`config.mk`:
```
export PLATFORM = sky130hd
export DESIGN_NAME = immu
export DESIGN_NICKNAME = d
export VERILOG_FILES = /design/src/design/immu_pkg.sv /design/src/design/tlb_lookup_if.sv /design/src/design/immu.sv /design/src/design/plru_tree.sv /design/src/design/refill_ctrl.sv /design/src/design/tlb_array.sv /design/src/design/translate_stage.sv
export SDC_FILE = /design/constraint.sdc
export NUM_CORES = 1
export LEC_CHECK = 0
export ABC_AREA = 1
export BUFFER_PORTS_ARGS = -buffer_cell sky130_fd_sc_hd__clkbuf_2
export CAP_MARGIN = 20
export CORE_ASPECT_RATIO = 1.5
export CORE_UTILIZATION = 40
export DETAILED_ROUTE_END_ITERATION = 10
export PLACE_DENSITY_LB_ADDON = 0.25
export SYNTH_ARGS = -nofsm -noshare
export SYNTH_HDL_FRONTEND = slang
export SYNTH_HIERARCHICAL = 1
export SYNTH_SLANG_ARGS = --single-unit
```
`constraint.sdc`:
```
create_clock -name clk -period 4.5 [get_ports clk]
set_input_delay 0.9 -clock clk [delete_from_list [all_inputs] [get_ports clk]]
set_output_delay 0.9 -clock clk [all_outputs]
set_load 0.005 [all_outputs]
```
`src/design/immu_pkg.sv`:
```
package immu_pkg;

    // **************************************************************************
    // sizes
    // **************************************************************************

    localparam int tlb_ways         = 8;
    localparam int page_offset_bits = 12;
    localparam int va_bits          = 39;

    // **************************************************************************
    // types
    // **************************************************************************

    typedef logic [63:0]                         vaddr_t;
    typedef logic [63:0]                         paddr_t;
    typedef logic [va_bits-page_offset_bits-1:0] vpn_t;
    typedef logic [43:0]                         ppn_t;
    typedef logic [15:0]                         asid_t;
    typedef logic [127:0]                        pte_t;
    typedef logic [1:0]                          priv_t;
    typedef logic [tlb_ways-1:0]                 way_t;

    // miss handling toward the l2 tlb
    typedef enum logic [1:0] {
        refill_idle   = 2'h0,
        refill_submit = 2'h1,
        refill_wait   = 2'h3
    } refill_state_t;

    // **************************************************************************
    // csr codes
    // **************************************************************************

    localparam logic [3:0] satp_mode_bare = 4'h0;
    localparam priv_t      priv_m         = 2'd3;

    // **************************************************************************
    // l2 tlb response word
    // **************************************************************************

    // vpn sits in [57:31]
    localparam int pte_vpn_lsb  = 31;
    // ppn sits in [111:68]
    localparam int pte_ppn_lsb  = 68;
    localparam int pte_g_bit    = 63;
    localparam int pte_u_bit    = 62;
    localparam int pte_x_bit    = 61;
    // asid sits in [127:112]
    localparam int pte_asid_lsb = 112;

endpackage

```
`src/design/tlb_lookup_if.sv`:
```
`timescale 1ns/1ps

interface tlb_lookup_if import immu_pkg::*; ();

    // lookup key
    vpn_t  vpn;
    asid_t asid;

    // result of the compare
    logic  hit;
    way_t  hit_way;
    ppn_t  ppn;
    logic  user;
    logic  exec;
    logic  global_page;

    modport storage (
        input  vpn, asid,
        output hit, hit_way, ppn, user, exec, global_page
    );

    modport requester (
        output vpn, asid,
        input  hit, ppn, user, exec, global_page
    );

    modport observer (
        input  hit_way
    );

endinterface

```
`src/design/immu.sv`:
```
`timescale 1ns/1ps

module immu
    import immu_pkg::*;
(
    input  logic        clk,
    input  logic        rst_n,
    // csr state
    input  priv_t       current_priv_status,
    input  logic [3:0]  satp_mode,
    input  asid_t       satp_asid,
    // flushes
    input  logic        flush_flag,
    input  logic        sflush_vma_valid,
    // l2 tlb
    output logic        immu_miss_valid,
    input  logic        immu_miss_ready,
    output vaddr_t      miss_vaddr,
    input  logic        pte_valid,
    output logic        pte_ready,
    input  pte_t        pte,
    input  logic        pte_error,
    // fetch fifo
    input  logic        mmu_fifo_valid,
    output logic        mmu_fifo_ready,
    input  vaddr_t      vaddr,
    // icache
    output logic        paddr_valid,
    input  logic        paddr_ready,
    output paddr_t      paddr,
    output logic        paddr_error
);

    logic miss_req;
    logic out_free;
    logic refill_done;
    logic fill_en;
    logic hit_used;
    way_t victim_way;

    tlb_lookup_if lookup_if ();

    assign miss_vaddr = vaddr;

    tlb_array tlb_array_i (
        .clk              (clk),
        .rst_n            (rst_n),
        .sflush_vma_valid (sflush_vma_valid),
        .fill_en          (fill_en),
        .victim_way       (victim_way),
        .pte              (pte),
        .lookup           (lookup_if.storage)
    );

    plru_tree plru_tree_i (
        .clk        (clk),
        .rst_n      (rst_n),
        .hit_used   (hit_used),
        .fill_en    (fill_en),
        .lookup     (lookup_if.observer),
        .victim_way (victim_way)
    );

    refill_ctrl refill_ctrl_i (
        .clk             (clk),
        .rst_n           (rst_n),
        .flush_flag      (flush_flag),
        .miss_req        (miss_req),
        .out_free        (out_free),
        .immu_miss_ready (immu_miss_ready),
        .pte_valid       (pte_valid),
        .pte_error       (pte_error),
        .immu_miss_valid (immu_miss_valid),
        .pte_ready       (pte_ready),
        .refill_done     (refill_done),
        .fill_en         (fill_en)
    );

    translate_stage translate_stage_i (
        .clk                 (clk),
        .rst_n               (rst_n),
        .flush_flag          (flush_flag),
        .current_priv_status (current_priv_status),
        .satp_mode           (satp_mode),
        .satp_asid           (satp_asid),
        .mmu_fifo_valid      (mmu_fifo_valid),
        .vaddr               (vaddr),
        .paddr_ready         (paddr_ready),
        .refill_done         (refill_done),
        .pte                 (pte),
        .pte_error           (pte_error),
        .lookup              (lookup_if.requester),
        .mmu_fifo_ready      (mmu_fifo_ready),
        .miss_req            (miss_req),
        .out_free            (out_free),
        .hit_used            (hit_used),
        .paddr_valid         (paddr_valid),
        .paddr               (paddr),
        .paddr_error         (paddr_error)
    );

endmodule

```
`src/design/plru_tree.sv`:
```
`timescale 1ns/1ps

module plru_tree
    import immu_pkg::*;
(
    input  logic             clk,
    input  logic             rst_n,
    input  logic             hit_used,
    input  logic             fill_en,
    tlb_lookup_if.observer   lookup,
    output way_t             victim_way
);

    // node 0 is the root, 1..2 the middle level, 3..6 the leaves
    logic [tlb_ways-2:0] tree_q;
    logic [2:0]          touch_idx;
    logic [2:0]          victim_idx;

    function automatic logic [2:0] way_index(input way_t w);
        logic [2:0] idx;
        idx = '0;
        for (int i = 0; i < tlb_ways; i++) begin
            if (w[i]) begin
                idx = 3'(i);
            end
        end
        return idx;
    endfunction

    assign touch_idx = fill_en ? way_index(victim_way) : way_index(lookup.hit_way);

    // point every node on the path away from the touched way
    always_ff @(posedge clk or negedge rst_n) begin
        if (!rst_n) begin
            tree_q <= '0;
        end else if (fill_en || hit_used) begin
            tree_q[0]                   <= ~touch_idx[2];
            tree_q[1 + touch_idx[2]]    <= ~touch_idx[1];
            tree_q[3 + touch_idx[2:1]]  <= ~touch_idx[0];
        end
    end

    // bit set means the victim is in the upper half
    always_comb begin
        victim_idx[2] = tree_q[0];
        victim_idx[1] = tree_q[1 + victim_idx[2]];
        victim_idx[0] = tree_q[3 + victim_idx[2:1]];
    end

    assign victim_way = way_t'(1) << victim_idx;

    victim_onehot_a: assert property (@(posedge clk) disable iff (!rst_n)
        $onehot(victim_way));

endmodule

```
`src/design/refill_ctrl.sv`:
```
`timescale 1ns/1ps

module refill_ctrl
    import immu_pkg::*;
(
    input  logic clk,
    input  logic rst_n,
    input  logic flush_flag,
    input  logic miss_req,
    input  logic out_free,
    input  logic immu_miss_ready,
    input  logic pte_valid,
    input  logic pte_error,
    output logic immu_miss_valid,
    output logic pte_ready,
    output logic refill_done,
    output logic fill_en
);

    refill_state_t state_q;
    refill_state_t state_d;

    // **************************************************************************
    // fsm
    // **************************************************************************

    always_comb begin
        state_d = state_q;
        case (state_q)
            refill_idle: begin
                if (miss_req) begin
                    state_d = refill_submit;
                end
            end
            refill_submit: begin
                if (immu_miss_ready) begin
                    state_d = refill_wait;
                end
            end
            refill_wait: begin
                if (refill_done) begin
                    state_d = refill_idle;
                end
            end
            default: begin
                state_d = refill_idle;
            end
        endcase
        // flush drops the refill in any state
        if (flush_flag) begin
            state_d = refill_idle;
        end
    end

    always_ff @(posedge clk or negedge rst_n) begin
        if (!rst_n) begin
            state_q <= refill_idle;
        end else begin
            state_q <= state_d;
        end
    end

    // **************************************************************************
    // handshakes
    // **************************************************************************

    assign immu_miss_valid = (state_q == refill_submit);
    // hold the response off while the output register is stalled
    assign pte_ready       = (state_q == refill_wait) && out_free;
    assign refill_done     = pte_valid && pte_ready;
    assign fill_en         = refill_done && !pte_error;

    pte_ready_state_a: assert property (@(posedge clk) disable iff (!rst_n)
        pte_ready |-> state_q == refill_wait);

endmodule

```
`src/design/tlb_array.sv`:
```
`timescale 1ns/1ps

module tlb_array
    import immu_pkg::*;
(
    input  logic             clk,
    input  logic             rst_n,
    input  logic             sflush_vma_valid,
    input  logic             fill_en,
    input  way_t             victim_way,
    input  pte_t             pte,
    tlb_lookup_if.storage    lookup
);

    vpn_t  tag_q  [tlb_ways];
    ppn_t  ppn_q  [tlb_ways];
    asid_t asid_q [tlb_ways];
    way_t  g_q;
    way_t  u_q;
    way_t  x_q;
    way_t  valid_q;
    way_t  hit_way;
    ppn_t  sel_ppn;
    logic  sel_user;
    logic  sel_exec;
    logic  sel_global;

    // **************************************************************************
    // storage
    // **************************************************************************

    // sfence wins over a fill in the same cycle
    always_ff @(posedge clk or negedge rst_n) begin
        if (!rst_n) begin
            valid_q <= '0;
        end else if (sflush_vma_valid) begin
            valid_q <= '0;
        end else if (fill_en) begin
            valid_q <= valid_q | victim_way;
        end
    end

    always_ff @(posedge clk) begin
        for (int i = 0; i < tlb_ways; i++) begin
            if (fill_en && victim_way[i]) begin
                tag_q[i]  <= pte[pte_vpn_lsb +: $bits(vpn_t)];
                ppn_q[i]  <= pte[pte_ppn_lsb +: $bits(ppn_t)];
                asid_q[i] <= pte[pte_asid_lsb +: $bits(asid_t)];
                g_q[i]    <= pte[pte_g_bit];
                u_q[i]    <= pte[pte_u_bit];
                x_q[i]    <= pte[pte_x_bit];
            end
        end
    end

    // **************************************************************************
    // compare and select
    // **************************************************************************

    always_comb begin
        for (int i = 0; i < tlb_ways; i++) begin
            hit_way[i] = valid_q[i] && (tag_q[i] == lookup.vpn) &&
                         ((asid_q[i] == lookup.asid) || g_q[i]);
        end
    end

    // and-or mux, at most one way is set
    always_comb begin
        sel_ppn    = '0;
        sel_user   = 1'b0;
        sel_exec   = 1'b0;
        sel_global = 1'b0;
        for (int i = 0; i < tlb_ways; i++) begin
            sel_ppn    = sel_ppn | (ppn_q[i] & {$bits(ppn_t){hit_way[i]}});
            sel_user   = sel_user | (u_q[i] & hit_way[i]);
            sel_exec   = sel_exec | (x_q[i] & hit_way[i]);
            sel_global = sel_global | (g_q[i] & hit_way[i]);
        end
    end

    assign lookup.hit         = |hit_way;
    assign lookup.hit_way     = hit_way;
    assign lookup.ppn         = sel_ppn;
    assign lookup.user        = sel_user;
    assign lookup.exec        = sel_exec;
    assign lookup.global_page = sel_global;

    // fills happen only on a miss, so a page never lands in two ways
    hit_onehot_a: assert property (@(posedge clk) disable iff (!rst_n)
        $onehot0(hit_way));

endmodule

```
`src/design/translate_stage.sv`:
```
`timescale 1ns/1ps

module translate_stage
    import immu_pkg::*;
(
    input  logic              clk,
    input  logic              rst_n,
    input  logic              flush_flag,
    input  priv_t             current_priv_status,
    input  logic [3:0]        satp_mode,
    input  asid_t             satp_asid,
    input  logic              mmu_fifo_valid,
    input  vaddr_t            vaddr,
    input  logic              paddr_ready,
    input  logic              refill_done,
    input  pte_t              pte,
    input  logic              pte_error,
    tlb_lookup_if.requester   lookup,
    output logic              mmu_fifo_ready,
    output logic              miss_req,
    output logic              out_free,
    output logic              hit_used,
    output logic              paddr_valid,
    output paddr_t            paddr,
    output logic              paddr_error
);

    logic   bypass;
    logic   canonical;
    logic   accept;
    ppn_t   page_ppn;
    logic   page_user;
    logic   page_exec;
    paddr_t paddr_d;
    logic   error_d;

    // **************************************************************************
    // decision
    // **************************************************************************

    assign bypass    = (current_priv_status == priv_m) || (satp_mode == satp_mode_bare);
    assign canonical = (vaddr[63:va_bits-1] == {(65-va_bits){vaddr[va_bits-1]}});

    assign lookup.vpn  = vaddr[va_bits-1:page_offset_bits];
    assign lookup.asid = satp_asid;

    assign out_free       = !paddr_valid || paddr_ready;
    assign miss_req       = mmu_fifo_valid && !bypass && canonical && !lookup.hit;
    assign mmu_fifo_ready = out_free && (bypass || !canonical || lookup.hit || refill_done);
    assign accept         = mmu_fifo_valid && mmu_fifo_ready;
    assign hit_used       = accept && !bypass && canonical && lookup.hit;

    // the entry is not in the array yet on the refill cycle
    assign page_ppn  = refill_done ? pte[pte_ppn_lsb +: $bits(ppn_t)] : lookup.ppn;
    assign page_user = refill_done ? pte[pte_u_bit] : lookup.user;
    assign page_exec = refill_done ? pte[pte_x_bit] : lookup.exec;

    always_comb begin
        if (bypass) begin
            paddr_d = vaddr;
            error_d = 1'b0;
        end else if (!canonical) begin
            paddr_d = '0;
            error_d = 1'b1;
        end else begin
            paddr_d = paddr_t'({page_ppn, vaddr[page_offset_bits-1:0]});
            // priv bit 0 is S, so S on a user page or U on a supervisor page faults
            error_d = !page_exec || (current_priv_status[0] == page_user) ||
                      (refill_done && pte_error);
        end
    end

    // **************************************************************************
    // output register
    // **************************************************************************

    always_ff @(posedge clk or negedge rst_n) begin
        if (!rst_n) begin
            paddr_valid <= 1'b0;
        end else if (flush_flag) begin
            paddr_valid <= 1'b0;
        end else if (out_free) begin
            paddr_valid <= accept;
        end
    end

    always_ff @(posedge clk) begin
        if (accept) begin
            paddr       <= paddr_d;
            paddr_error <= error_d;
        end
    end

    stall_hold_a: assert property (@(posedge clk) disable iff (!rst_n)
        paddr_valid && !paddr_ready && !flush_flag |=>
            paddr_valid && $stable(paddr) && $stable(paddr_error));

endmodule

```
==> reports/metrics.csv, run 1 <==
metric,value,unit
status,finished clean,
most frequent CP cell,nand2_1,
Max H-tree Level,3,
Crit Path Category,primary input to primary output,
Tot Pwr,16.0,mW
Clock Root Buffer,clkbuf_16,
worst-case reg-to-reg path depth,18,
hold buffers post-CTS,0,
Leakage,17.7,nW
Clock Power Share,42.5,%
register area,0.0240,sq mm
startpoint types,primary input,
gr usage total,24.2,%
CTS tree,built,
r2r endpoint,translate_stage_i/paddr_error,
largest net degree at the start of global routing,51,
R2R setup slack,1240,ps
area occupied by multi-input gates,0.00999,sq mm
met1 Usage GRT,29.4,%
CP Cell Sequence,"clkbuf_2, inv_2, nand2_1, o21ai_1, inv_1, nand2_1, nor2_1, nand3_1, nor2_4, nand2_1, nand2_1, nor2_1, nand2_1, inv_1, nand4_1, nand2_1, inv_1, clkbuf_2",
Nets,4055,
layout cell share with drive strength beyond 1,16.0,%
Clock Pin Slew Worst Setup and Hold Paths,70,ps
worst setup path end,mmu_fifo_ready,
starting density of the core,40.4,%
core area,0.0917,sq mm
later-pin clock latency in the skew report,670,ps
sequential power share,51.9,%
most frequent cells in the layout,"nand2_1 (1128), edfxtp_1 (785), nand3_1 (392)",
fill cell count,8473,
Synth Net Count,3812,
Synth warnings,6,
Tmin final,4100,ps
RR Startpoint,tlb_array_i/tag_q[0][103],
Routed WL per cell,22.4,um
Setup crit end kind,primary output,
PwrDens,381,mW/mm^2
post-route setup TNS,0,ps
DRC Markers,0,
Top Usage Layer GRT,met2,
via count,25884,
fin util,45.7,%
first-pass GRT wire length,163,mm
Slew Limit Fails,0,
post-CTS setup buffer count,0,
"most common cell after layout, fill and taps aside",nand2_1,
CP required,3600,ps
Sinks on Clock Net,803,
CP Data Arrival Time,3200,ps
Clock Path Buffers,3,
worst clock skew,33.8,ps
count of boundary I/O pins,356,
Worst slew margin,40.9,%
final worst slack,400,ps
gpl congestion,0.919,
final hold vios,0,
met3 usage,4.20,%
slowest stage cell on the critical path,clkbuf_2,
HP Class,primary input to asynchronous set/reset pin,
Worst Tran Pin Value,886,ps
critical path's top delay family,simple AND/OR/NAND/NOR gates,
internal power,12.5,mW
Syn Inst Count,3582,
Rows,136,
Area Growth Syn to Fin,13.3,%
detailed-route wire length,114,mm
period utilization,91.1,%
"Setup violations, final",0,
Mean Syn Cell Area,10.3,sq um
met2 track demand over resource,41.7,%
CP Depth,18,
critical path launch point,vaddr[38],
RSZ-0062 raised after global routing,false,
DR pass1 iterations,5,
Iter 0 DRT Violations,2142,
post-CTS sizing,0,
Sw Share,22.1,%
"Remaining Overflow, GRT",0,
logic gate share of total power,5.6,%
total clock buffers created by CTS,80,
final HPWL from detailed placement,73.4,mm
PortBufs,317,
Final ANT Viol Nets,0,
maximum vdd drop,318,uV
CP peak stage delay,300,ps
WP buf/inv,6,
setup slack at placement,365,ps
Die Span X,250,um
crit-path max FO,8,
Die Ht,375,um
Max Cap Viol,0,
Mapped Area,0.0370,sq mm
vias per cell,5.11,
net switching power,3.54,mW
Fmax achieved,0.244,GHz
antenna violations before repair,13,
number of global-route vias before repair,24420,
Die Footprint,0.0938,sq mm
## final cells by class
cell class,instances,area share [%]
Clock buffer,97,5.00
Timing Repair Buffer,408,5.92
Clock inverter,47,1.23
Tap cell,1173,3.50
Multi-Input combinational cell,2174,23.8
Sequential cell,803,57.3
Inverter,358,3.25
Antenna cell,3,0.0179
## flip-flops by register name (all words and copies together), names as in the netlist
signal and count:
translate_stage_i/paddr_error 1, tlb_array_i/x_q 8, translate_stage_i/paddr 64, translate_stage_i/paddr_valid 1, tlb_array_i/valid_q 8, tlb_array_i/u_q 8, tlb_array_i/ppn_q 352, refill_ctrl_i/state_q 2
tlb_array_i/tag_q 216, plru_tree_i/tree_q 7, tlb_array_i/g_q 8, tlb_array_i/asid_q 128
## power by group through the flow
stage | sequential [mW] | clock, mW | combinational [mW]
finish | 8.30 | 6.80 | 0.901
detailed placement | 8.46 | 0 | 0.903
global route | 8.30 | 7.15 | 0.991
floorplan | 8.46 | 0 | 0.495
global placement | 8.46 | 0 | 0.894
CTS | 8.30 | 6.92 | 0.906
## metrics by stage
step	instances	cell area [sq um]	hold slack (ps)
6_report	5063	42000	226
5_1_grt	5062	42000	239
4_1_cts	5060	41900	191
3_5_place_dp	4916	39300	517
3_3_place_gp	4916	39300	503
2_1_floorplan	3582	37000	477
## routing by layer
metal | wire length [um] | share of wire [%] | up-vias
met5 | 115 | 0.10 | -
met4 | 4940 | 4.3 | 16
met3 | 8490 | 7.5 | 233
met2 | 56600 | 50 | 1074
met1 | 43500 | 38 | 12406
li1 | - | - | 12155
## worst min-delay path by stage
stage / endpoint / slack, ps / depth (start not counted)
2_1_floorplan: refill_ctrl_i/state_q[0] / 480 / 1
3_3_place_gp: refill_ctrl_i/state_q[0] / 500 / 1
3_5_place_dp: refill_ctrl_i/state_q[0] / 520 / 1
4_1_cts: plru_tree_i/tree_q[5] / 190 / 1
5_1_grt: tlb_array_i/valid_q[2] / 240 / 1
6_report: plru_tree_i/tree_q[6] / 230 / 1
Power figures use the tool's default switching activity.
==> inputs of run 2 (changes only) <==
--- a/config.mk
+++ b/config.mk
@@ -8,3 +8,3 @@
 export ABC_AREA = 1
-export BUFFER_PORTS_ARGS = -buffer_cell sky130_fd_sc_hd__clkbuf_2
+export BUFFER_PORTS_ARGS = -buffer_cell sky130_fd_sc_hd__buf_2
 export CAP_MARGIN = 20
@@ -12,2 +12,3 @@
 export CORE_UTILIZATION = 40
+export CTS_CLUSTER_DIAMETER = 50
 export DETAILED_ROUTE_END_ITERATION = 10
--- a/constraint.sdc
+++ b/constraint.sdc
@@ -3,2 +3,2 @@
 set_output_delay 0.9 -clock clk [all_outputs]
-set_load 0.005 [all_outputs]
+set_load 0.1 [all_outputs]
==> run 2 against run 1 <==
  * Worst setup slack got worse by 110 ps
  * Sequential cell count unchanged
  * Cell count increased by 0.24%
  * Worst hold slack got worse by 32 ps
  * Global-route usage decreased by 0.21 points
  * Sequential power about the same
  * First-iteration DRC count decreased by 3.5%
  * Non-clock buffer count decreased by 4
  * Die area unchanged
  * Routed wire length decreased by 0.74%
  * Critical path type unchanged
  * Critical endpoint unchanged
==> reports/metrics.csv, run 2 (synthesized netlist as in run 1, its figures left out) <==
metric,value,unit
crit-path max FO,6,
Top reg by flops,tlb_array_i/ppn_q,
post-CTS setup buffer count,0,
fin util,46.1,%
"Setup violations, final",0,
number of global-route vias before repair,24661,
R2R setup slack,1250,ps
Tot Pwr,17.2,mW
Sinks on Clock Net,803,
worst setup path end,mmu_fifo_ready,
Routed WL per cell,22.2,um
worst-case reg-to-reg path depth,15,
antenna violations before repair,18,
later-pin clock latency in the skew report,700,ps
detailed-route wire length,113,mm
final HPWL from detailed placement,71.7,mm
final hold vios,0,
Slew Limit Fails,0,
CP Cell Sequence,"buf_2, inv_1, nand2_1, nand2_1, nor2_1, nand2_1, nor2_1, nand2_1, nor2_4, nand2_1, nand2_1, nor2_1, nand2_1, inv_1, nand4_1, nand2_1, inv_1, buf_12",
DRC Markers,0,
RR Startpoint,tlb_array_i/tag_q[0][91],
post-CTS sizing,0,
net switching power,4.27,mW
status,finished clean,
logic gate share of total power,8.3,%
Iter 0 DRT Violations,2067,
CP Data Arrival Time,3310,ps
most frequent CP cell,nand2_1,
critical path launch point,vaddr[36],
"most common cell after layout, fill and taps aside",nand2_1,
most frequent cells in the layout,"nand2_1 (1128), edfxtp_1 (785), nand3_1 (392)",
Max Cap Viol,0,
slowest stage cell on the critical path,buf_2,
post-route setup TNS,0,ps
gpl congestion,0.880,
"Remaining Overflow, GRT",0,
core area,0.0917,sq mm
Die Ht,375,um
Clock Root Buffer,clkbuf_16,
Sw Share,24.9,%
hold buffers post-CTS,0,
vias per cell,5.09,
period utilization,93.5,%
via count,25813,
Final ANT Viol Nets,0,
RSZ-0062 raised after global routing,false,
Max H-tree Level,3,
layout cell share with drive strength beyond 1,16.4,%
Die Span X,250,um
starting density of the core,40.4,%
Tmin final,4210,ps
maximum vdd drop,345,uV
internal power,12.9,mW
Top Registers,"tlb_array_i/ppn_q: 352 flops, tlb_array_i/tag_q: 216 flops, tlb_array_i/asid_q: 128 flops",
Clock Path Buffers,3,
CP Depth,18,
gr usage total,24.0,%
largest net degree at the start of global routing,91,
Crit Path Category,primary input to primary output,
r2r endpoint,translate_stage_i/paddr[14],
Setup crit end kind,primary output,
worst clock skew,38.0,ps
WP buf/inv,5,
Clock Power Share,43.3,%
startpoint types,primary input,
critical path's top delay family,simple AND/OR/NAND/NOR gates,
Clock Pin Slew Worst Setup and Hold Paths,60,ps
Worst slew margin,43.3,%
sequential power share,48.4,%
CP peak stage delay,280,ps
Fmax achieved,0.238,GHz
CP required,3600,ps
DR pass1 iterations,6,
Rows,136,
PortBufs,317,
first-pass GRT wire length,163,mm
hold slack,194,ps
Nets,4057,
count of boundary I/O pins,356,
CTS tree,built,
Leakage,17.7,nW
Largest register FFs,352,
PwrDens,406,mW/mm^2
Die Footprint,0.0938,sq mm
total clock buffers created by CTS,86,
Area Growth Syn to Fin,14.2,%
Worst Tran Pin Value,847,ps
HP Class,primary input to asynchronous set/reset pin,
-- run 2: cell types whose count changed in the layout (fill, tap and decap cells not counted), moves of 3 or more --
cell	previous run	this run
clkinv_1	16	13
buf_2	0	316
clkinvlp_4	3	12
clkinv_8	1	6
clkbuf_2	317	0
inv_4	8	0
clkbuf_1	15	12
clkbuf_16	81	88
-- run 2: cell type report --
class / instances / area (sq um)
antenna: 5 / 12.5
clock buffer: 100 / 2250
clock inverter: 58 / 724
fill: 8325 / 49400
inverter: 358 / 1380
multi-input combinational: 2174 / 9990
sequential: 803 / 24000
tap: 1173 / 1470
timing repair buffer: 404 / 2440
-- run 2: worst min path at each step --
stage                                           to  slack (ps)  cells past startpoint
after floorplan           refill_ctrl_i/state_q[0]         480                      1
after global placement    refill_ctrl_i/state_q[0]         500                      1
after detailed placement  refill_ctrl_i/state_q[0]         510                      1
after CTS                 refill_ctrl_i/state_q[0]         180                      1
after global routing      refill_ctrl_i/state_q[0]         220                      1
final                       tlb_array_i/valid_q[4]         190                      1
-- run 2: metal layers --
metal / routed length [um] / part of all wire, % / GRT usage, %
met1: 43900 / 39 / 28.9
met2: 57700 / 51 / 42.5
met3: 7680 / 6.8 / 3.99
met4: 3450 / 3.1 / 9.34
met5: 115 / 0.10 / 0
-- run 2: power groups by stage --
stage                     clock (mW)  sequential (mW)  combinational (mW)
final                           7.44             8.30                1.42
after global routing            7.83             8.30                1.51
after CTS                       7.57             8.30                1.43
after detailed placement           0             8.46                1.43
after global placement             0             8.46                1.42
after floorplan                    0             8.74               0.730
-- run 2: per-stage QoR --
step	worst slack (ps)	cell area, sq um	std cells
final	292	42300	5075
after global routing	126	42300	5071
after CTS	339	42300	5070
after detailed placement	346	39300	4912
after global placement	338	39300	4912
after floorplan	386	37100	3582
-- run 2: worst register-to-register path, stage by stage, from the launching register on --
cell	delay, ps
edfxtp_1	380
inv_1	50
nand2_1	110
nand2_1	70
nor2_1	90
nand2_1	60
nor2_1	250
nand2_1	220
nor2_4	160
buf_4	630
nand3_1	160
nand2_1	100
nor2_1	50
nand2_1	50
mux2i_1	100
o21ai_0	490
